**src/fe_pkg.sv**
```systemverilog
package fe_pkg;

    // Basic widths.
    typedef logic [15:0] t_paddr;   // Byte address.
    typedef logic [31:0] t_word;    // Data or instruction word.

    localparam logic [7:0] OP_BRANCH = 8'h63;   // Conditional branch opcode.

    // Branch encoding of an instruction word.
    typedef struct packed {
        logic [7:0]         opcode;
        logic [7:0]         rsvd;
        logic signed [15:0] offset;    // Signed word offset from the branch pc.
    } t_br_fmt;

    // One instruction word, seen raw or as a branch.
    typedef union packed {
        t_word   plain;
        t_br_fmt br;
    } t_instr;

    // Packet handed from fetch to decode.
    typedef struct packed {
        t_paddr pc;
        t_instr instr;
    } t_instr_pkt;

    // Redirect from execute.
    typedef struct packed {
        t_paddr target_addr;
    } t_br_mispred_pkt;

    // Request into the shared memory port.
    typedef struct packed {
        logic   valid;
        logic   we;        // Set for a store.
        t_paddr addr;
        t_word  wdata;
    } t_mem_req;

    // Read response from the shared memory port.
    typedef struct packed {
        logic  valid;
        t_word rdata;
    } t_mem_rsp;

endpackage

```
**src/fetch_unit.sv**
```systemverilog
`timescale 1ns/1ps

module fetch_unit import fe_pkg::*; #(
    parameter t_paddr RESET_PC = '0
) (
    input  logic            clk,
    input  logic            reset,
    input  logic            decode_ready,

    input  logic            br_mispred_valid,
    input  t_br_mispred_pkt br_mispred,

    output t_mem_req        mem_req,
    input  logic            mem_gnt,
    input  t_mem_rsp        mem_rsp,

    output logic            valid_fe1,
    output t_instr_pkt      instr_fe1
);

    t_paddr     next_pc;      // Address for the next request.
    t_paddr     req_pc;       // Address of the request whose data returns next.
    logic       epoch;        // Flips on every redirect.
    logic       req_epoch;    // Stream the returning request belongs to.
    logic       fetch_en;
    logic       skid_valid;
    t_instr_pkt skid_pkt;     // Packet held while decode stalls.
    t_instr_pkt rsp_pkt;
    logic       rsp_live;
    logic       hold;

    // Drop data from requests issued before the last redirect.
    assign rsp_live = mem_rsp.valid && (req_epoch == epoch);
    assign hold     = valid_fe1 && !decode_ready;

    always_comb begin
        rsp_pkt.pc          = req_pc;
        rsp_pkt.instr.plain = mem_rsp.rdata;
    end

    assign valid_fe1 = skid_valid || rsp_live;
    assign instr_fe1 = skid_valid ? skid_pkt : rsp_pkt;

    // One request and one packet in flight, the next request leaves on accept.
    always_comb begin
        mem_req       = '0;
        mem_req.valid = fetch_en && !hold;
        mem_req.we    = 1'b0;
        mem_req.addr  = next_pc;
    end

    always_ff @(posedge clk) begin
        if (reset) begin
            fetch_en   <= 1'b0;
            next_pc    <= RESET_PC;
            epoch      <= 1'b0;
            req_epoch  <= 1'b0;
            skid_valid <= 1'b0;
        end else begin
            fetch_en <= 1'b1;                        // First request one cycle after reset.
            if (br_mispred_valid) begin
                next_pc    <= br_mispred.target_addr;
                epoch      <= !epoch;                // Anything in flight goes stale.
                skid_valid <= 1'b0;
            end else begin
                if (mem_gnt) begin
                    next_pc <= next_pc + t_paddr'(4);
                end
                skid_valid <= hold;
            end
            if (mem_gnt) begin
                req_epoch <= epoch;
            end
        end
    end

    // Payload only.
    always_ff @(posedge clk) begin
        if (mem_gnt) begin
            req_pc <= next_pc;
        end
        if (hold) begin
            skid_pkt <= instr_fe1;                   // Same packet keeps showing.
        end
    end

    a_pkt_stable: assert property (
        @(posedge clk) disable iff (reset)
        hold && !br_mispred_valid |=> valid_fe1 && $stable(instr_fe1)
    ) else $error("fetch packet changed under back-pressure");

endmodule

```
**config.mk**
```make
export PLATFORM = sky130hd
export DESIGN_NAME = fetch_unit
export DESIGN_NICKNAME = d
export VERILOG_FILES = /design/src/fe_pkg.sv /design/src/fetch_unit.sv
export SDC_FILE = /design/constraint.sdc
export NUM_CORES = 1
export LEC_CHECK = 0
export BUFFER_PORTS_ARGS = -buffer_cell sky130_fd_sc_hd__buf_2
export CAP_MARGIN = 20
export CORE_ASPECT_RATIO = 0.5
export CORE_MARGIN = 3
export CORE_UTILIZATION = 40
export DETAILED_ROUTE_END_ITERATION = 6
export PLACE_DENSITY = 0.75
export SETUP_SLACK_MARGIN = 0.1
export SYNTH_ARGS = -nofsm -noshare
export SYNTH_HDL_FRONTEND = slang
export SYNTH_SLANG_ARGS = --single-unit
```
**constraint.sdc**
```tcl
create_clock -name clk -period 5.6 [get_ports clk]
set_clock_uncertainty 0.15 [all_clocks]
set_input_delay 1.4 -clock clk [delete_from_list [all_inputs] [get_ports clk]]
set_output_delay 1.4 -clock clk [all_outputs]
set_load 0.005 [all_outputs]
```
==> summary by stage <==
Power and ir drop
The power density over the cells is 315 nW/µm². VDD sags by at most 0.000121 V. Summed over all cells, the static leakage comes to 1.93 nW.

Yosys
The synthesized design spends more area on one cell type than any other, namely sky130_fd_sc_hd__edfxtp_1. The share of the Yosys chip area taken by registers is 61.7%. The share of flip-flops with an asynchronous set or reset after synthesis is 0%. The area fraction in compound gates after synthesis is 3.23%. The cell count after synthesis came out at 262. Summing every instance area after synthesis gives 3760 µm². The simple-gate portion of the synthesized area is 7.25%.

The synthesized-area fraction occupied by adder cells is 0.333%. The dominant register cell in the synthesized netlist is sky130_fd_sc_hd__edfxtp_1. Yosys mapped a number of flops with a built-in enable equal to 64. The dominant combinational cell family by area after synthesis is multiplexers. Of the post-synthesis cell area, the dominant cell type holds 51.1%. For this run, the number of Yosys warnings is 0. Yosys mapped the design onto 32 distinct sky130hd cell types. The xor and xnor fraction of the mapped netlist area is 3.26%. The synthesized area per cell is 14.4 µm². The flip-flop and latch count after synthesis is 84. Sorting the synthesized cells by area gives the leading types as sky130_fd_sc_hd__edfxtp_1 51%, sky130_fd_sc_hd__mux2_2 14%, sky130_fd_sc_hd__dfxtp_1 11%. The portion of synthesized area spent on multiplexers is 15.7%.

Clock network
CTS placed an instance of sky130_fd_sc_hd__clkbuf_16 at the clock tree root. Clock-pin slew was measured on the worst setup and hold paths at 0.06 ns. The longest clock path from root to sink contains 2 buffers.

The H-tree was split into 3 levels. Gates resized during post-CTS repair numbered 0. The buffer count from post-CTS setup fixing is 0. For the worst-skew pair, the clock arrives at the later sink with an insertion delay of 0.33 ns.

Clock tree synthesis found a total of 84 sinks. Buffers inserted during clock tree synthesis total 9. TritonCTS built the clock tree. The number of buffers added to fix hold violations after cts is 0.

Route
The DRC violations left is 0. The post-detailed-route via-to-cell ratio is 4.58. The count of routing violations after the opening detailed-route iteration is 122. The number of search-and-repair iterations in the first detailed-routing pass is 4.

The count of antenna-violating nets left after detailed routing is 0. Detailed routing inserted a total of 2309 vias. The routed design has 7230 µm of wire. The mean routed wirelength per cell is 14.3 µm.

Finish
The total non-filler cell area in the finished layout is 4670 µm². Summing all multi-input logic gate instances after layout gives 1250 µm². From synthesis to final layout, the design area changed by 24.2%. The final antenna diode count is 0.

Fill cells in the final layout number 799. For this run, the post-layout net count is 437. The most common cell after layout, fill and taps aside is sky130_fd_sc_hd__buf_2. Cells with a size suffix above 1 make up 50.4% of the layout. In the layout the commonest cells are 119 x sky130_fd_sc_hd__buf_2, 64 x sky130_fd_sc_hd__edfxtp_1, 48 x sky130_fd_sc_hd__mux2_2, 33 x sky130_fd_sc_hd__conb_1, 19 x sky130_fd_sc_hd__dfxtp_1. The combined flip-flop and latch cell area is 2320 µm².

Timing
Setup violations remaining at the end of the flow were counted as 0. The count of endpoints failing hold in the final timing report is 0. The tightest hold path in the finished design has a slack of 0.306 ns. The smallest clock period supported by the final layout is computed as 3.63 ns.

Setup repair after global routing left no endpoint under its margin. The achievable clock frequency is 0.276 GHz. In the finished design, the share of the clock period the worst path needs comes to 64.8%. The number of pins with negative max-slew slack in the final report is 0. Headroom to the max-slew limit came out at 58.1%.

For the pin with the worst max-slew slack, the measured transition is 0.628 ns. For the final routed database, the setup TNS stands at 0 ns.

Setup path
The endpoint of the lowest-slack register-to-register path is skid_pkt[34]. The register-to-register setup slack is 3.46 ns. STA puts the critical path data arrival time at 2.08 ns. The worst register-to-register path begins at skid_valid.

The number of cells on the worst reg-to-reg path is 3. STA classifies the critical path endpoint as an output port. The worst setup path is of the primary input to output port kind. For the worst setup path, the data required time is 4.05 ns. In this run the worst path has a maximum fanout of 3. The worst setup path is launched from a primary input.

Placement
During placement, the flow inserted port buffers numbering 119. In this run the cell area measured after placement is 4340 µm². The global placement routability congestion is 0.734. Detailed placement finished with a half-perimeter wire length of 5090 µm.

Floorplan
The starting utilization of the core area is 42.2%. The count of boundary I/O pins is 153. From left edge to right edge, the die measures 143 µm. The floorplan die area is 10700 µm².

The number of core rows is 24. In this run the vertical extent of the chip is 74.6 µm. The area of the core region is 8920 µm².

Hold path
The endpoint with the worst hold slack is req_pc[1]. The worst hold path passes through 0 cells. The hold path startpoint is next_pc[1]. The classification of the worst-slack hold path is flop to flop.

Global routing
The leftover overflow at the end of global routing is 0. Global routing used 12.9% of the available tracks. Entering global routing, the biggest net connects 50 pins. The number of antenna violations at the first check in global routing came to 0. The via count of the first global-routing pass was 2171. The first-pass GRT wire length is 10600 µm.

Status
The flow ran to the end, and the final reports show no timing, DRC or antenna violations.

Flow run
The tool flagged a number of max-cap violations equal to 0.
## how the worst max path moves through the flow
stage	from	endpoint	slack, ns	depth (start not counted)
5_1_grt	mem_rsp[32]	mem_req[49]	1.91	5
6_report	mem_rsp[32]	mem_req[49]	1.97	5
3_3_place_gp	mem_rsp[32]	mem_req[49]	1.97	5
3_5_place_dp	mem_rsp[32]	mem_req[49]	1.95	5
4_1_cts	mem_rsp[32]	mem_req[49]	1.95	5
2_1_floorplan	mem_rsp[32]	mem_req[49]	0.36	3
## final cells by class
type                            instances  share of cell area (%)
Multi-Input combinational cell        161                    26.8
Clock inverter                          6                    1.55
Inverter                                5                   0.402
Timing Repair Buffer                  121                    13.5
Sequential cell                        84                    49.7
Clock buffer                           10                    4.90
Tap cell                              117                    3.13
## routing by layer
metal | routed length [µm] | global-route usage, % | vias up
li1 | - | - | 1133
met1 | 3010 | 14.9 | 1090
met2 | 3670 | 23.0 | 78
met3 | 478 | 3.98 | 8
met4 | 71 | 4.43 | 0
met5 | 0 | 0 | -
## state kept, by name, indices dropped and copies added, names as in the netlist
register,count
skid_pkt,48
next_pc,16
req_pc,16
epoch,1
fetch_en,1
req_epoch,1
skid_valid,1
## synthesized netlist by cell type (all sizes together), types with 2 or more instances
master and instances:
nand4 7, nand2 8, o21ai 2, xnor2 9
nor2 17, dfxtp 20, a21oi 5, nor4 4
xor2 5, and4 2, mux2 48, edfxtp 64
nand3 2, inv 5, mux2i 5, a211oi 7
and3 2, clkbuf 4, buf 40
## critical path: stages
cell and delay (ns):
sky130_fd_sc_hd__buf_2 0.10, sky130_fd_sc_hd__a21oi_1 0.30, sky130_fd_sc_hd__nor2_4 0.06, sky130_fd_sc_hd__nor2b_1 0.10
sky130_fd_sc_hd__buf_2 0.13
## report_power, final
part           leakage [nW]  internal [mW]  switching, mW
logic                  1.01         0.0707         0.0735
clock network         0.143          0.349          0.236
registers             0.778          0.718         0.0232
## cell families after synthesis
family / Yosys count
flip-flops: 84
multiplexers: 53
buffers and inverters: 49
AND/OR/NAND/NOR: 44
AO/OA/AOI/OAI: 16
XOR/XNOR: 14
adder cells (fa/ha/maj): 1
other: 1
## stage by stage
| stage | utilization [%] | setup slack (ns) | total power [mW] | cells |
|---|---|---|---|---|
| after floorplan | - | 0.359 | 0.844 | 294 |
| after global placement | 48.7 | 1.97 | 0.894 | 487 |
| after detailed placement | 48.7 | 1.95 | 0.900 | 487 |
| after CTS | 52.1 | 1.95 | 1.49 | 503 |
| after global routing | 52.4 | 1.91 | 1.53 | 504 |
| final | 52.4 | 1.97 | 1.47 | 504 |
Power figures use the tool's default switching activity.
