File: src/fe_pkg.sv
package fe_pkg;

    // Basic widths.
    typedef logic [15:0] t_paddr;   // Byte address.
    typedef logic [31:0] t_word;    // Data or instruction word.

    localparam logic [7:0] OP_BRANCH = 8'h63;   // Conditional branch opcode.

    // Branch encoding of an instruction word.
    typedef struct packed {
        logic [7:0]         opcode;
        logic [7:0]         rsvd;
        logic signed [15:0] offset;    // Signed word offset from the branch pc.
    } t_br_fmt;

    // One instruction word, seen raw or as a branch.
    typedef union packed {
        t_word   plain;
        t_br_fmt br;
    } t_instr;

    // Packet handed from fetch to decode.
    typedef struct packed {
        t_paddr pc;
        t_instr instr;
    } t_instr_pkt;

    // Redirect from execute.
    typedef struct packed {
        t_paddr target_addr;
    } t_br_mispred_pkt;

    // Request into the shared memory port.
    typedef struct packed {
        logic   valid;
        logic   we;        // Set for a store.
        t_paddr addr;
        t_word  wdata;
    } t_mem_req;

    // Read response from the shared memory port.
    typedef struct packed {
        logic  valid;
        t_word rdata;
    } t_mem_rsp;

endpackage

File: src/lsu_port.sv
`timescale 1ns/1ps

module lsu_port import fe_pkg::*; (
    input  logic     clk,
    input  logic     reset,

    input  logic     ld_req,
    input  logic     st_req,
    input  t_paddr   ls_addr,
    input  t_word    st_data,

    output t_mem_req mem_req,
    input  logic     mem_gnt,
    input  t_mem_rsp mem_rsp,

    output logic     ld_valid,
    output t_word    ld_data,
    output logic     lsu_busy
);

    t_mem_req pend;       // Operation waiting for the memory port.
    logic     wait_rsp;   // Granted load waiting for its data.
    logic     take;

    assign take     = (ld_req || st_req) && !lsu_busy;
    assign lsu_busy = pend.valid || wait_rsp;
    assign mem_req  = pend;                     // Held until granted.
    assign ld_valid = mem_rsp.valid;
    assign ld_data  = mem_rsp.rdata;

    always_ff @(posedge clk) begin
        if (reset) begin
            pend.valid <= 1'b0;
            wait_rsp   <= 1'b0;
        end else begin
            if (take) begin
                pend.valid <= 1'b1;
                pend.we    <= st_req;            // Store wins a double strobe.
                pend.addr  <= ls_addr;
                pend.wdata <= st_data;
            end else if (mem_gnt) begin
                pend.valid <= 1'b0;
            end

            if (mem_gnt && !pend.we) begin
                wait_rsp <= 1'b1;
            end else if (mem_rsp.valid) begin
                wait_rsp <= 1'b0;
            end
        end
    end

    a_no_strobe_busy: assert property (
        @(posedge clk) disable iff (reset) (ld_req || st_req) |-> !lsu_busy
    ) else $error("load/store strobe while the port is busy");

endmodule

File: config.mk
export PLATFORM = sky130hd
export DESIGN_NAME = lsu_port
export DESIGN_NICKNAME = d
export VERILOG_FILES = /design/src/fe_pkg.sv /design/src/lsu_port.sv
export SDC_FILE = /design/constraint.sdc
export NUM_CORES = 1
export LEC_CHECK = 0
export BUFFER_PORTS_ARGS = -buffer_cell sky130_fd_sc_hd__buf_2
export CAP_MARGIN = 20
export CORE_ASPECT_RATIO = 1.4
export CORE_MARGIN = 3
export CORE_UTILIZATION = 36
export CTS_CLUSTER_SIZE = 12
export DETAILED_ROUTE_END_ITERATION = 10
export PLACE_DENSITY = 0.83
export SLEW_MARGIN = 0
export SYNTH_ARGS = -nofsm -noshare
export SYNTH_HDL_FRONTEND = slang
export SYNTH_SLANG_ARGS = --single-unit
File: constraint.sdc
create_clock -name clk -period 4.2 [get_ports clk]
set_input_delay 0.84 -clock clk [delete_from_list [all_inputs] [get_ports clk]]
set_output_delay 0.84 -clock clk [all_outputs]
set_load 0.02 [all_outputs]
==> results of run 1 <==
## power by group
part / internal (uW) / switching (uW)
clock network: 116 / 144
registers: 594 / 7.11
logic: 42.5 / 73.2
total: 753 / 224
## worst max-delay path, cell delays in order (launching register included)
cell      delay (ns)
dfxtp_1         0.33
or2_4           0.23
o21bai_4        0.19
nor2_4          0.66
buf_4           0.37
## synthesized netlist by cell type
cell type / number / area share [%]
buf_4: 33 / 14
edfxtp_1: 49 / 81
nor2_1: 1 / 0.21
nand2b_1: 2 / 0.69
or2_4: 1 / 0.48
o21bai_4: 1 / 1.0
or2b_1: 1 / 0.41
dfxtp_1: 2 / 2.2
a21oi_1: 1 / 0.27
a21oi_2: 1 / 0.48
## sequential cells by signal, summed over array words and instances (netlist names)
| signal | cells |
|---|---|
| mem_req | 50 |
| wait_rsp | 1 |
## cells in the final DEF (no fill, tap or decap)
cell / n
a21oi_1: 1
a21oi_2: 1
buf_2: 105
buf_4: 1
clkbuf_1: 1
clkbuf_8: 5
clkinv_2: 1
clkinvlp_4: 1
dfxtp_1: 2
edfxtp_1: 49
nand2b_1: 2
nor2_4: 1
o21bai_4: 1
or2_4: 1
or2b_1: 1
## final timing paths
| check | startpoint | to | slack [ns] | cells after the start |
|---|---|---|---|---|
| worst max-delay path | mem_req[49] | mem_req[47] | 2.07 | 4 |
| worst min-delay path | mem_req[49] | mem_req[49] | 0.53 | 2 |
| worst max register to register | mem_req[49] | mem_req[47] | 2.07 | 4 |
| worst min register to register | mem_req[49] | mem_req[49] | 0.53 | 2 |
## metrics by stage
stage                     utilization, %  setup slack [ns]  cells  total power, uW
after floorplan                        -             0.772     92              717
after global placement              45.0              1.81    229              727
after detailed placement            45.0              1.76    229              731
after CTS                           46.8              2.05    237              989
after global routing                46.8              1.93    237             1030
final                               46.8              2.07    237              977
## cell families (layout without fill, tap and decap cells)
logic type	count (synthesis)	in the layout
AND/OR/NAND/NOR	5	5
buffers and inverters	33	114
flip-flops	51	51
AO/OA/AOI/OAI	3	3
## routing by layer
metal / GRT usage, % / wire length, um / up-vias
li1: - / - / 455
met1: 12.2 / 1200 / 444
met2: 20.3 / 1900 / 90
met3: 5.13 / 415 / 22
met4: 7.46 / 175 / 0
met5: 0 / 0 / -
## cell type report
cell class | count | area [um^2]
Clock buffer | 6 | 72.6
Clock inverter | 2 | 12.5
Fill cell | 459 | 2600
Multi-Input combinational cell | 8 | 72.6
Sequential cell | 51 | 1510
Tap cell | 64 | 80.1
Timing Repair Buffer | 106 | 533
==> run summary, run 1 <==
Final Wtd Congestion: 0.672
post-route cell area: 0.00228 mm^2
synth warn: 0
average wire per standard cell: 15.5 um
htree depth: 2
Nets: 258
die height: 90.2 um
startpoint types: flop
final hold violations: 0
Area Growth Syn to Fin: 25.1%
RSZ-0062 raised after global routing: false
Gate Count Post-Synth: 92
Post-DP Area: 0.00220 mm^2
first-pass GRT wire length: 5340 um
initial antenna violation count: 0
Ant. Diodes: 0
register area share after synthesis: 82.9%
post-synth net total: 178
CP Data Required Time: 4.18 ns
period utilisation layout: 50.6%
CP endpoint kind: flop
clk_skew: 0.0138 ns
multiplexer share of the synthesized area: 0%
number of routed nets with antenna violations: 0
drt first-iter violations: 46
XOR/XNOR Fraction of Synth Area: 0%
Slew HR: 42.2%
crit path DAT: 2.11 ns
Pre-antenna DRT Iters: 4
CP max FO: 32
total CTS buffers: 5
vias in the first global route: 1071
Synth Area in Adders: 0%
setup violators final: 0
via count: 1011
simple-gate portion of the synthesized area: 1.78%
clk slew on worst S/H paths: 0.09 ns
largest family of logic cells by synthesized area: buffers and inverters
setup TNS: 0 ns
gr usage total: 12.2%
Mapped Area: 0.00182 mm^2
Post-CTS Setup Bufs: 0
final WL: 3690 um
compound-cell area share of the yosys netlist: 1.78%
# resized after CTS: 0
insertion delay to the later sink of the worst-skew pair: 0.30 ns
Syn Area/Cell: 19.8 um^2
post-synthesis cell type count: 10
Min Hold Slack: 0.527 ns
Least-Margin Pin Slew: 0.865 ns
minimum clock period: 2.13 ns
Root Driver: clkbuf_8
Longest Clk Path Bufs: 2
Post-CTS Hold Buffers: 0
IO Port Bufs: 105
TritonCTS Sinks: 51
P_leak: 0.000957 uW
largest net degree at the start of global routing: 33
CTS tree: built
Worst Hold Class: flop to flop
Worst Setup Path Type: flop to flop
Yosys reg bits: 51
DP HPWL: 2960 um
drt via density: 4.27
row count: 30
Max Cap Viol: 0
Die Width: 66.2 um
VDD IR max: 0.232 mV
I/O pin cnt: 170
GRT overflow: 0
status: completed
max-slew violations: 0
core area: 0.00488 mm^2
share of post-route cells with drive strength above 1: 67.6%
Starting Density: 37.4%
max frequency: 0.471 GHz
DR DRC count: 0
die area: 0.00597 mm^2
power density over cell area: 428 mW/mm^2
(Power assumes the default switching activity.)
==> run 2: changes to the inputs <==
- CORE_UTILIZATION: 36 -> 33
- PLACE_DENSITY: 0.83 -> 0.8
- clock period: 4.2 -> 1.9 ns (I/O delays scaled with it)
==> run 2 against run 1 <==
Compared with the run above:
- non-clock buffer count stayed put
- clock skew is 0.0057 ns lower
- via count decreased by 1.2%
- flip-flop and latch count did not move
- critical path depth unchanged
- hold slack got worse by 0.27 ns
- first-iteration DRC count shrank 13%
- critical path type unchanged
- highest routed layer unchanged
==> run summary, run 2 (same netlist as run 1, synthesis figures left out) <==
status: completed
final hold violations: 0
die area: 0.00647 mm^2
drt first-iter violations: 40
initial antenna violation count: 0
die height: 94.0 um
CP endpoint kind: flop
Root Driver: clkbuf_8
largest net degree at the start of global routing: 50
max frequency: 0.678 GHz
CP Data Required Time: 1.88 ns
number of routed nets with antenna violations: 0
max reg flops: 50
clk slew on worst S/H paths: 0.09 ns
minimum clock period: 1.48 ns
Post-DP Area: 0.00221 mm^2
share of post-route cells with drive strength above 1: 68.2%
first-pass GRT wire length: 5240 um
VDD IR max: 0.386 mV
Min Hold Slack: 0.254 ns
Hold Crit Start: ls_addr[14]
I/O pin cnt: 170
Post-CTS Hold Buffers: 0
via count: 999
Longest Clk Path Bufs: 2
total CTS buffers: 5
Pre-antenna DRT Iters: 4
row count: 31
Power, Total: 2250 uW
reg2reg path depth: 4
# resized after CTS: 0
TritonCTS Sinks: 51
RSZ-0062 raised after global routing: false
Area Growth Syn to Fin: 26.8%
setup violators final: 0
Least-Margin Pin Slew: 0.263 ns
register-to-register setup slack: 0.42 ns
setup TNS: 0 ns
Final Wtd Congestion: 0.665
max-slew violations: 0
Worst R2R End: mem_req[11]
CTS tree: built
Max Cap Viol: 0
drt via density: 4.18
GRT overflow: 0
vias in the first global route: 1059
insertion delay to the later sink of the worst-skew pair: 0.29 ns
most frequent cells in the layout: buf_2 (105), edfxtp_1 (49), clkbuf_8 (7)
Nets: 258
DR DRC count: 0
Post-CTS Setup Bufs: 0
core area: 0.00528 mm^2
startpoint types: flop
final WL: 3780 um
Ant. Diodes: 0
Worst Setup Path Type: flop to flop
final core occ: 43.9%
gr usage total: 11.6%
period utilisation layout: 77.7%
average wire per standard cell: 15.8 um
Worst Setup SP: mem_req[49]
post-route cell area: 0.00231 mm^2
power density over cell area: 973 mW/mm^2
Slew HR: 82.5%
IO Port Bufs: 105
htree depth: 2
Starting Density: 34.6%
CP max FO: 49
Reg-to-Reg Start: mem_req[49]
crit path DAT: 1.46 ns
critical path endpoint: mem_req[11]
clk_skew: 0.00803 ns
Die Width: 68.8 um
P_leak: 0.000971 uW
Worst Hold Class: input pin to flop
most common cell after layout, fill and taps aside: buf_2
run 2: cell types whose count changed in the layout (fill, tap and decap cells not counted), sizes merged:
cell | previous run | this run
clkinvlp | 1 | 0
clkbuf | 6 | 8
clkinv | 1 | 0
run 2: cell type report:
type	count	area (um^2)
multi-input combinational	8	72.6
sequential	51	1510
clock buffer	8	100
timing repair buffer	106	546
tap	66	82.6
fill	525	2960
run 2: worst min path at each step:
stage | slack (ns) | depth (start not counted) | end
after floorplan | 0.44 | 1 | mem_req[49]
after global placement | 0.49 | 2 | mem_req[49]
after detailed placement | 0.51 | 2 | mem_req[49]
after CTS | 0.24 | 1 | mem_req[46]
after global routing | 0.23 | 1 | mem_req[2]
final | 0.25 | 1 | mem_req[46]
run 2: per-layer routing:
metal,track usage (%),part of all wire [%]
met2,19.8,56
met5,0,0
met1,10.7,29
met4,8.78,5.8
met3,4.19,9.0
run 2: critical path, stage by stage, from the launching register on:
cell and delay [ns]:
dfxtp_2 0.34, or2_4 0.23, o21bai_4 0.18, nor2_4 0.12
buf_12 0.27
run 2: stage by stage:
step,instances,worst slack [ns]
finish,239,0.425
global route,239,0.368
CTS,239,0.422
detailed placement,231,0.436
global placement,231,0.461
floorplan,92,-0.0663
run 2: report_power, final:
part / switching [uW] / total (uW) / internal (uW) / leakage (uW)
Clock: 327 / 660 / 333 / 0.0000515
Sequential: 15.6 / 1330 / 1310 / 0.000475
Combinational: 164 / 263 / 99.1 / 0.000445
==> run 3: changes to the inputs <==
- CORE_UTILIZATION: 33 -> 36
- PLACE_DENSITY: 0.8 -> 0.83
- clock period: 1.9 -> 1.5 ns (I/O delays scaled with it)
==> run 3 against run 2 <==
Compared with the run above:
- die area is 7.7% lower
- critical path depth grew 1
- first-iteration DRC count fell by 35%
- maximum frequency increased by 2.6%
- cell count increased by 1.3%
- worst setup slack lost 0.36 ns
- largest cell class unchanged
- core utilization increased by 5.5 points
- critical endpoint unchanged
- count of clock-buffer cells in the layout is 1 lower
- clock power is 26% higher
==> run summary, run 3 (same netlist as run 1, synthesis figures left out) <==
CP Data Required Time: 1.51 ns
IO Port Bufs: 105
Final Wtd Congestion: 0.747
CTS tree: built
max frequency: 0.695 GHz
initial antenna violation count: 0
Nets: 263
share of post-route cells with drive strength above 1: 69.7%
core area: 0.00488 mm^2
setup violators final: 0
dpl cells: 230
Worst Hold Class: input pin to flop
die height: 90.2 um
vias in the first global route: 1034
Slew HR: 89.0%
total CTS buffers: 5
power density over cell area: 1200 mW/mm^2
Least-Margin Pin Slew: 0.164 ns
Starting Density: 37.4%
minimum clock period: 1.44 ns
Longest Clk Path Bufs: 2
largest net degree at the start of global routing: 39
Most Crowded Layer GR: met2
first-pass GRT wire length: 5780 um
average wire per standard cell: 18.1 um
CP max FO: 11
gr usage total: 13.8%
M2 GR Usage: 25.6%
CP endpoint kind: flop
number of routed nets with antenna violations: 0
drt first-iter violations: 26
P_leak: 0.00101 uW
startpoint types: flop
Power, Total: 2890 uW
final hold violations: 0
VDD IR max: 0.803 mV
global routing usage on met1: 11.1%
post-route cell area: 0.00241 mm^2
crit path DAT: 1.44 ns
htree depth: 2
GRT overflow: 0
Area Growth Syn to Fin: 32.0%
DR DRC count: 0
final WL: 4380 um
max reg flops: 50
status: completed
die area: 0.00597 mm^2
Post-Layout Cell Count: 242
Die Width: 66.2 um
Filler Cells Inserted: 448
Worst Setup Path Type: flop to flop
insertion delay to the later sink of the worst-skew pair: 0.29 ns
most common cell after layout, fill and taps aside: buf_2
Pre-antenna DRT Iters: 3
period utilisation layout: 95.9%
Post-CTS Hold Buffers: 0
drt via density: 4.31
clk_skew: 0.00695 ns
TritonCTS Sinks: 51
via count: 1043
Post-DP Area: 0.00222 mm^2
most frequent cells in the layout: buf_2 (105), edfxtp_1 (49), clkbuf_8 (7)
Root Driver: clkbuf_8
GR Util met3: 3.50%
DP HPWL: 3380 um
I/O pin cnt: 170
Max Cap Viol: 0
Ant. Diodes: 0
clk slew on worst S/H paths: 0.09 ns
row count: 30
Min Hold Slack: 0.177 ns
setup TNS: 0 ns
max-slew violations: 0
run 3: per-stage QoR:
| step | setup WS [ns] | utilization [%] |
|---|---|---|
| after global placement | 0.107 | 45.5 |
| final | 0.0615 | 49.3 |
| after detailed placement | 0.0636 | 45.5 |
| after global routing | -0.00104 | 49.3 |
| after CTS | 0.0462 | 47.6 |
| after floorplan | -0.466 | - |
run 3: critical path, cell delays in order, from the launching register on:
cell      delay, ns
dfxtp_1        0.32
or2_4          0.25
o21bai_4       0.19
nor2_4         0.11
buf_12         0.13
buf_6          0.15
run 3: power breakdown:
part / total, uW / leakage [uW] / internal [uW] / switching (uW)
registers: 1680 / 0.000475 / 1660 / 19.6
logic: 379 / 0.000488 / 161 / 218
clock network: 832 / 0.0000505 / 420 / 412
total: 2890 / 0.00101 / 2240 / 650
run 3: worst paths after layout:
| kind | cells past startpoint | slack, ns | start | to |
|---|---|---|---|---|
| setup reg to reg | 5 | 0.06 | wait_rsp | mem_req[11] |
| setup / recovery | 5 | 0.06 | wait_rsp | mem_req[11] |
| hold / removal | 1 | 0.18 | st_data[24] | mem_req[24] |
| hold reg to reg | 2 | 0.51 | mem_req[49] | mem_req[49] |
run 3: timing repair:
| action | CTS | global route |
|---|---|---|
| endpoints found under the hold margin | 0 | 0 |
| setup endpoints to repair | 0 | 35 |
| buffers inserted | 0 | 1 |
| gates resized for setup | 0 | 1 |
run 3: routing by layer:
layer	part of all wire, %	wire length (um)
met4	6.6	291
met3	8.5	372
met1	27	1190
met5	0	0
met2	58	2530
run 3: final cells by class:
type                       count  area, um^2  share of cell area [%]
tap                           64        80.1                    3.33
clock inverter                 1        7.51                   0.312
sequential                    51        1510                    62.8
clock buffer                   7        96.3                    4.00
timing repair buffer         111         638                    26.5
multi-input combinational      8        72.6                    3.01
