**src/fe_pkg.sv**
```systemverilog
package fe_pkg;

    // Basic widths.
    typedef logic [15:0] t_paddr;   // Byte address.
    typedef logic [31:0] t_word;    // Data or instruction word.

    localparam logic [7:0] OP_BRANCH = 8'h63;   // Conditional branch opcode.

    // Branch encoding of an instruction word.
    typedef struct packed {
        logic [7:0]         opcode;
        logic [7:0]         rsvd;
        logic signed [15:0] offset;    // Signed word offset from the branch pc.
    } t_br_fmt;

    // One instruction word, seen raw or as a branch.
    typedef union packed {
        t_word   plain;
        t_br_fmt br;
    } t_instr;

    // Packet handed from fetch to decode.
    typedef struct packed {
        t_paddr pc;
        t_instr instr;
    } t_instr_pkt;

    // Redirect from execute.
    typedef struct packed {
        t_paddr target_addr;
    } t_br_mispred_pkt;

    // Request into the shared memory port.
    typedef struct packed {
        logic   valid;
        logic   we;        // Set for a store.
        t_paddr addr;
        t_word  wdata;
    } t_mem_req;

    // Read response from the shared memory port.
    typedef struct packed {
        logic  valid;
        t_word rdata;
    } t_mem_rsp;

endpackage

```
**src/mem_arbiter.sv**
```systemverilog
`timescale 1ns/1ps

module mem_arbiter import fe_pkg::*; (
    input  logic     clk,
    input  logic     reset,

    input  t_mem_req fe_req,
    input  t_mem_req ls_req,
    output logic     fe_gnt,
    output logic     ls_gnt,
    output t_mem_rsp fe_rsp,
    output t_mem_rsp ls_rsp,

    output t_mem_req mem_req,
    input  t_mem_rsp mem_rsp
);

    logic owner_ls;   // Load/store port held the memory last cycle.

    // Load/store always wins, fetch takes the port otherwise.
    assign ls_gnt  = ls_req.valid;
    assign fe_gnt  = fe_req.valid && !ls_req.valid;
    assign mem_req = ls_req.valid ? ls_req : fe_req;

    always_ff @(posedge clk) begin
        if (reset) begin
            owner_ls <= 1'b0;
        end else begin
            owner_ls <= ls_gnt;
        end
    end

    // Data goes to both, the valid only to the owner.
    always_comb begin
        fe_rsp       = mem_rsp;
        ls_rsp       = mem_rsp;
        fe_rsp.valid = mem_rsp.valid && !owner_ls;
        ls_rsp.valid = mem_rsp.valid && owner_ls;
    end

    a_one_grant: assert property (
        @(posedge clk) disable iff (reset) $onehot0({fe_gnt, ls_gnt})
    ) else $error("fetch and load/store granted together");

endmodule

```
**config.mk**
```make
export PLATFORM = sky130hd
export DESIGN_NAME = mem_arbiter
export DESIGN_NICKNAME = d
export VERILOG_FILES = /design/src/fe_pkg.sv /design/src/mem_arbiter.sv
export SDC_FILE = /design/constraint.sdc
export NUM_CORES = 1
export LEC_CHECK = 0
export BUFFER_PORTS_ARGS = -buffer_cell sky130_fd_sc_hd__buf_4
export CORE_AREA = 2 2 97 99
export CTS_CLUSTER_SIZE = 8
export DETAILED_ROUTE_END_ITERATION = 10
export DIE_AREA = 0 0 99 101
export PLACE_DENSITY = 0.56
export SETUP_SLACK_MARGIN = 0.2
export SLEW_MARGIN = 20
export SYNTH_ARGS = -nofsm -noshare
export SYNTH_HDL_FRONTEND = slang
export SYNTH_SLANG_ARGS = --single-unit
```
**constraint.sdc**
```tcl
create_clock -name clk -period 2 [get_ports clk]
set_input_delay 0.1 -clock clk [delete_from_list [all_inputs] [get_ports clk]]
set_output_delay 0.1 -clock clk [all_outputs]
set_load 0.01 [all_outputs]
```
==> qor.txt, run 1 <==
Cell variety after synth = 10
critical path, cell by cell = buf_4, buf_4, mux2_4, buf_4
Chip Width = 99 um
Post-Syn Area = 1370 sq um
Hold Buf Count CTS = 0
final worst slack = 692 ps
grt ovf = 0
Die H = 101 um
cts repair resizes = 0
slowest CP cell = buf_4
non-filler cells, final = 324
post-synthesis sequential area ratio = 0.0146
Setup TNS Final = 0 ps
postcts setup bufs = 0
syn nets = 261
dominant cell type by area after synthesis = mux2_4
combinational fraction of design power = 0.958
largest registers = owner_ls (1)
Fillers = 964
Initial DRT Pass Iterations = 2
CP endpoint kind = output port
fraction of layout cells with a size suffix above 1 = 0.977
Most flops, register = owner_ls
Worst Setup Path Type = input port to output port
DR DRC count = 0
initial antenna violation count = 0
NetSw = 0.161 mW
pwr dens = 248 nW/um^2
Final Hold Fails = 0
final setup fails = 0
Placer Congestion = 0.681
Largest register FFs = 1
outcome = finished clean
max cap viols = 0
Synth Register Bits = 1
Core Footprint = 8980 sq um
FP Rows = 35
Global Route Usage Sum = 0.0772
Sequential Power Share = 0.042
Period minus WS final = 1310 ps
CP max stage delay = 340 ps
vias in the first global route = 1164
Critical Path AT = 1210 ps
I/O pin count = 253
via count = 1145
crit start category = input port
Tightest Pin Transition = 396 ps
fin crit share = 0.654
final max-slew violation count = 0
post-placement cell count = 324
clock group share of total power = 0
most frequent CP cell = buf_4
HPWL after DPL = 4190 um
Yosys Warn Count = 0
largest net degree at the start of global routing = 25
RSZ-0062 raised after global routing = false
via-per-instance ratio = 3.53
main area contributors after synthesis = mux2_4, buf_4, buf_12, mux2_2, dfxtp_1
Hold Path Class = input port to output port
initial cell density of the core = 0.153
Die ar. = 10000 sq um
slew margin rel. = 0.736
area share of the largest cell type after synthesis = 0.514
Syn Inst Count = 126
syn avg cell area = 10.9 sq um
required time worst endpoint = 1900 ps
sw frac = 0.307
area delta synth->final = 54.1%
pre-CTS setup slack = 679 ps
DRT Wirelength = 4590 um
Antenna diodes = 0
maximum VDD drop = 0.0000964 V
Max FO, Critical Path = 24
IO Port Bufs = 156
Starting DRT DRC Count = 4
first-pass GRT wire length = 6070 um
fmax = 0.764 GHz
leak pwr = 1.18 nW
worst hold start = mem_rsp[19]
hold path depth = 0
Pint = 0.363 mW
sink of the worst hold path = fe_rsp[19]
wire per inst = 14.2 um
Antenna Nets Post-Route = 0
# nets final = 350
## worst max-delay path by stage
stage,from,end,slack [ps]
final,ls_req[49],mem_req[4],690
after global routing,ls_req[49],mem_req[4],640
after CTS,ls_req[49],mem_req[4],670
after detailed placement,ls_req[49],mem_req[4],680
after global placement,ls_req[49],mem_req[16],700
after floorplan,ls_req[49],mem_req[41],1200
## power by group through the flow
stage / Clock, mW / Sequential, mW / Combinational, mW
global placement: 0 / 0.0218 / 0.509
global route: 0 / 0.0220 / 0.534
detailed placement: 0 / 0.0219 / 0.512
finish: 0 / 0.0219 / 0.503
floorplan: 0 / 0.0218 / 0.362
CTS: 0 / 0.0219 / 0.513
## routing by layer
metal,vias up,global-route usage,part of all wire
met5,-,0,0
met4,0,0.0242,0.022
met3,21,0.0264,0.14
met2,113,0.137,0.50
met1,481,0.0873,0.34
li1,530,-,-
## cell usage after synthesis
cell / n
buf_4: 65
mux2_4: 47
buf_12: 4
nor2b_1: 3
mux2_2: 2
and2_1: 1
buf_6: 1
buf_8: 1
dfxtp_1: 1
or2_2: 1
## logic make-up (layout without fill, tap and decap cells)
logic type,Yosys count,after routing,share of synthesized area
buffers and inverters,71,158,0.433
and+or+nand+nor,5,5,0.0228
muxes,49,49,0.530
DFF,1,1,0.0146
## cells in the final DEF (no fill, tap or decap)
master | synthesis | routed
buf_4 | 65 | 157
buf_12 | 4 | 1
and2_1 | 1 | 1
nor2b_1 | 3 | 3
or2_2 | 1 | 1
mux2_2 | 2 | 2
mux2_4 | 47 | 47
dfxtp_1 | 1 | 1
## worst max-delay path: cells and delay by family
| kind | cells | cell delay [ps] |
|---|---|---|
| multiplexers | 1 | 320 |
| buffers and inverters | 3 | 780 |
## layout make-up
class	instances	area, sq um	share of cell area
Tap cell	111	139	0.0656
Sequential cell	1	20.0	0.00946
Multi-Input combinational cell	54	759	0.359
Timing Repair Buffer	158	1200	0.566
## stage by stage
step / total power, mW / util / hold slack (ps) / area, sq um
global placement: 0.531 / 0.236 / 200 / 2120
detailed placement: 0.534 / 0.236 / 200 / 2120
CTS: 0.534 / 0.236 / 200 / 2120
finish: 0.525 / 0.236 / 200 / 2120
global route: 0.556 / 0.236 / 200 / 2120
floorplan: 0.383 / - / 172 / 1370
Note: power is estimated with default switching activity, not from simulation.
==> run 2: changes to the inputs <==
--- a/config.mk
+++ b/config.mk
@@ -5,11 +5,12 @@
 export SDC_FILE = /design/constraint.sdc
 export NUM_CORES = 1
 export LEC_CHECK = 0
+export ABC_AREA = 1
 export BUFFER_PORTS_ARGS = -buffer_cell sky130_fd_sc_hd__buf_4
-export CORE_AREA = 2 2 97 99
+export CORE_AREA = 2 2 98 100
 export CTS_CLUSTER_SIZE = 8
 export DETAILED_ROUTE_END_ITERATION = 10
-export DIE_AREA = 0 0 99 101
+export DIE_AREA = 0 0 100 102
 export PLACE_DENSITY = 0.56
 export SETUP_SLACK_MARGIN = 0.2
 export SLEW_MARGIN = 20
==> constraint.sdc (replaced) <==
create_clock -name clk -period 1.1 [get_ports clk]
set_input_delay 0.055 -clock clk [delete_from_list [all_inputs] [get_ports clk]]
set_output_delay 0.055 -clock clk [all_outputs]
set_load 0.01 [all_outputs]
==> qor.txt, run 2 <==
Starting DRT DRC Count = 21
I/O pin count = 253
cts repair resizes = 0
RSZ-0062 raised after global routing = false
area delta synth->final = 56.0%
post-synthesis compound-gate area fraction = 0
ys flop type = dfxtp_1
pwr dens = 431 nW/um^2
commonest non-fill, non-tap cells in the layout = buf_4, nand2_1, nand2_2
initial cell density of the core = 0.140
Post-Syn Area = 1270 sq um
postcts setup bufs = 0
NetSw = 0.337 mW
mux contribution to synthesized area = 0
Setup TNS Final = 0 ps
Period minus WS final = 825 ps
clock group share of total power = 0
largest registers = owner_ls (1)
Buf+Inv Stages, Crit Path = 3
FP Rows = 35
Initial DRT Pass Iterations = 4
sink of the worst hold path = ls_rsp[15]
M3 GR Usage = 0.0219
placed cell area = 1990 sq um
multi-input logic area = 618 sq um
Seq. cell area = 20.0 sq um
Pint = 0.519 mW
CP endpoint kind = output port
DR DRC count = 0
syn nets = 368
Worst Setup Path Type = input port to output port
area share of the largest cell type after synthesis = 0.406
IO Port Bufs = 156
HPWL after DPL = 3820 um
Most flops, register = owner_ls
fmax = 1.21 GHz
Die H = 102 um
DRT Wirelength = 4530 um
final max-slew violation count = 0
met1 Use GR = 0.0729
initial antenna violation count = 0
Hold Buf Count CTS = 0
Core Footprint = 9110 sq um
Synth Register Bits = 1
vias in the first global route = 1439
dominant cell type by area after synthesis = buf_4
Hold Path Class = input port to output port
Finished Cell Area = 1990 sq um
final setup fails = 0
Yosys Warn Count = 0
top-count cell post-synth = nand2_1
largest family of logic cells by synthesized area = buffers and inverters
sw frac = 0.394
via-per-instance ratio = 3.63
slowest CP cell = inv_8
Largest register FFs = 1
Crit path max-delay family = buffers and inverters
syn avg cell area = 5.47 sq um
required time worst endpoint = 1040 ps
fraction of layout cells with a size suffix above 1 = 0.565
Final Hold Fails = 0
Global Route Usage Sum = 0.0736
critical path, cell by cell = buf_4, inv_8, nand2_1, nand2_1, buf_4
Post-Synth Simple-Gate Area = 0.485
hold path depth = 0
Antenna Nets Post-Route = 0
largest net degree at the start of global routing = 52
CP max stage delay = 250 ps
outcome = finished clean
EDFF count, synth = 0
Tightest Pin Transition = 339 ps
Cell variety after synth = 10
leak pwr = 1.25 nW
Sequential Power Share = 0.047
post-synthesis sequential area ratio = 0.0157
grt met2 use = 0.153
GR peak layer = met2
leading cell type in the layout, fill and taps excluded = buf_4
Placer Congestion = 0.664
Util after Layout = 0.218
first-pass GRT wire length = 6380 um
maximum VDD drop = 0.000203 V
worst hold start = mem_rsp[15]
# nets final = 452
Die ar. = 10200 sq um
Max FO, Critical Path = 51
Chip Width = 100 um
XOR/XNOR Fraction of Synth Area = 0
crit start category = input port
grt ovf = 0
Antenna diodes = 0
asr flop ratio synth = 0
Fillers = 1052
Critical Path AT = 770 ps
slew margin rel. = 0.774
Syn Inst Count = 233
via count = 1547
combinational fraction of design power = 0.953
fin crit share = 0.750
max cap viols = 0
Post-Synth Adder-Cell Area = 0
Post-synth top cells = nand2_1, buf_4, nand2_2, buf_6, inv_1
main area contributors after synthesis = buf_4, nand2_1, nand2_2, buf_6, buf_12
wire per inst = 10.6 um
run 2: changes by cell type after synthesis, sizes merged, moves of 3 or more:
cell / change
inv: +4
mux2: -49
nor2b: -3
nor2: +3
nand2: +149
buf: +5
run 2: cells by family (layout without fill, tap and decap cells):
family | count (synthesis) | count (layout)
and+or+nand+nor | 152 | 152
DFF | 1 | 1
buffers and inverters | 80 | 162
run 2: metal layers:
layer	vias up	routed length [um]	part of all wire
met5	-	0	0
met1	630	1450	0.32
met4	0	66	0.015
met2	117	2370	0.52
li1	785	-	-
met3	15	651	0.14
run 2: power by group through the flow:
stage          combinational, mW  clock (mW)  sequential [mW]
2_1_floorplan              0.565           0           0.0397
3_3_place_gp               0.815           0           0.0398
3_5_place_dp               0.824           0           0.0398
4_1_cts                    0.827           0           0.0398
5_1_grt                    0.894           0           0.0401
6_report                   0.817           0           0.0399
run 2: cell type report:
type,count,share of cell area
Timing Repair Buffer,158,0.598
Multi-Input combinational cell,152,0.311
Tap cell,111,0.0698
Inverter,4,0.0113
Sequential cell,1,0.0101
run 2: how the worst max path moves through the flow:
stage,startpoint,end,slack [ps],cells after the start
3_5_place_dp,ls_req[49],mem_req[38],240,5
5_1_grt,ls_req[49],mem_req[31],220,5
4_1_cts,ls_req[49],mem_req[43],240,5
6_report,ls_req[49],mem_req[39],280,5
3_3_place_gp,ls_req[49],mem_req[3],250,5
2_1_floorplan,ls_req[49],fe_gnt,530,3
run 2: through the flow:
stage	hold slack, ps	instances	worst slack (ps)	power [mW]
floorplan	122	233	535	0.605
global route	110	426	220	0.934
global placement	110	426	249	0.855
detailed placement	110	426	238	0.864
finish	110	426	275	0.857
CTS	110	426	236	0.867
==> run 3: changes to the inputs <==
--- a/config.mk
+++ b/config.mk
@@ -7,11 +7,11 @@
 export LEC_CHECK = 0
 export ABC_AREA = 1
 export BUFFER_PORTS_ARGS = -buffer_cell sky130_fd_sc_hd__buf_4
-export CORE_AREA = 2 2 98 100
+export CORE_AREA = 2 2 99 101
 export CTS_CLUSTER_SIZE = 8
 export DETAILED_ROUTE_END_ITERATION = 10
-export DIE_AREA = 0 0 100 102
-export PLACE_DENSITY = 0.56
+export DIE_AREA = 0 0 101 103
+export PLACE_DENSITY = 0.53
 export SETUP_SLACK_MARGIN = 0.2
 export SLEW_MARGIN = 20
 export SYNTH_ARGS = -nofsm -noshare
==> constraint.sdc (replaced) <==
create_clock -name clk -period 0.8 [get_ports clk]
set_input_delay 0.04 -clock clk [delete_from_list [all_inputs] [get_ports clk]]
set_output_delay 0.04 -clock clk [all_outputs]
set_load 0.01 [all_outputs]
==> qor.txt, run 3 (same netlist as run 2, synthesis figures left out) <==
required time worst endpoint = 760 ps
placed cell area = 2000 sq um
Final Hold Fails = 0
Seq. cell area = 20.0 sq um
leading cell type in the layout, fill and taps excluded = buf_4
Initial DRT Pass Iterations = 2
Core Footprint = 9460 sq um
final max-slew violation count = 0
Setup TNS Final = 0 ps
fmax = 1.50 GHz
initial cell density of the core = 0.135
first-pass GRT wire length = 6720 um
FP Rows = 36
fraction of layout cells with a size suffix above 1 = 0.693
hold path depth = 0
max cap viols = 0
slew margin rel. = 0.903
final setup fails = 0
Buf+Inv Stages, Crit Path = 3
via count = 1643
# nets final = 459
IO Port Bufs = 156
Chip Width = 101 um
Fillers = 1040
commonest non-fill, non-tap cells in the layout = buf_4, nand2_1, nand2_2
DR DRC count = 0
RSZ-0062 raised after global routing = true
I/O pin count = 253
Tightest Pin Transition = 145 ps
Hold Path Class = input port to output port
Placer Congestion = 0.698
vias in the first global route = 1357
Worst Setup Path Type = input port to output port
initial antenna violation count = 0
Period minus WS final = 665 ps
critical path, cell by cell = clkbuf_16, buf_12, nand2_2, nand2_2, buf_6
Crit path max-delay family = buffers and inverters
maximum VDD drop = 0.000260 V
Global Route Usage Sum = 0.0820
via-per-instance ratio = 3.77
Finished Cell Area = 2430 sq um
multi-input logic area = 748 sq um
final worst slack = 135 ps
Critical Path AT = 620 ps
HPWL after DPL = 3640 um
area delta synth->final = 90.4%
Max FO, Critical Path = 8
Largest register FFs = 1
crit start category = input port
leak pwr = 1.41 nW
Util after Layout = 0.257
Antenna Nets Post-Route = 0
fin crit share = 0.831
CP endpoint kind = output port
CP max stage delay = 170 ps
DRT Wirelength = 5590 um
most frequent CP cell = nand2_2
sink of the worst hold path = fe_rsp[1]
non-filler cells, final = 436
largest registers = owner_ls (1)
slowest CP cell = clkbuf_16
pre-CTS setup slack = -5.10 ps
pwr dens = 606 nW/um^2
worst hold start = mem_rsp[1]
postcts setup bufs = 0
post-placement cell count = 429
Die ar. = 10400 sq um
Starting DRT DRC Count = 34
Hold Buf Count CTS = 0
largest net degree at the start of global routing = 27
grt ovf = 0
outcome = finished clean
Most flops, register = owner_ls
Antenna diodes = 0
wire per inst = 12.8 um
Die H = 103 um
## run 3: cell types whose count changed in the layout (fill, tap and decap cells not counted)
cell       previous run  this run
nor2_4                0         1
inv_8                 1         0
clkbuf_16             0         4
nor2_1                2         1
inv_16                0         2
buf_12                0         2
nand2_1             131        94
buf_6                 1        21
nand2_4               0         6
nand2_2              18        49
buf_16                0         3
buf_4               157       134
## run 3: layer usage
metal	global-route usage	vias to the layer above	wire, um
met5	0	-	0
li1	-	804	-
met1	0.0898	707	1850
met3	0.0183	20	637
met4	0.0177	0	111
met2	0.161	112	2990
## run 3: where the power goes
part / total, mW / leakage [nW] / switching [mW] / internal, mW
Combinational: 1.42 / 1.40 / 0.576 / 0.840
Clock: 0 / 0 / 0 / 0
Sequential: 0.0550 / 0.00834 / 0.00137 / 0.0536
Total: 1.47 / 1.41 / 0.577 / 0.894
## run 3: timing repair
item                                    in CTS  in global routing
resized for setup                           40                 40
endpoints found under the setup margin      53                 51
gates cloned                                 3                  4
pin swaps                                    6                 12
## run 3: final cells by class
class,instances,area share
timing repair buffer,164,0.604
multi-input combinational,152,0.308
tap,114,0.0588
inverter,4,0.0129
sequential,1,0.00825
timing repair inverter,1,0.00825
## run 3: worst max path at each step
stage,from,to,slack [ps],depth (start not counted)
2_1_floorplan,ls_req[49],fe_gnt,260,3
6_report,ls_req[49],mem_req[48],140,5
3_5_place_dp,ls_req[49],mem_req[19],-5,5
4_1_cts,ls_req[49],mem_req[14],150,5
3_3_place_gp,ls_req[49],mem_req[37],30,5
5_1_grt,ls_req[49],mem_req[21],120,5
## run 3: stage by stage
| step | hold WS, ps | power (mW) |
|---|---|---|
| 4_1_cts | 80.1 | 1.34 |
| 3_5_place_dp | 80.1 | 1.19 |
| 6_report | 80.0 | 1.47 |
| 2_1_floorplan | 107 | 0.831 |
| 3_3_place_gp | 80.1 | 1.18 |
| 5_1_grt | 80.0 | 1.59 |
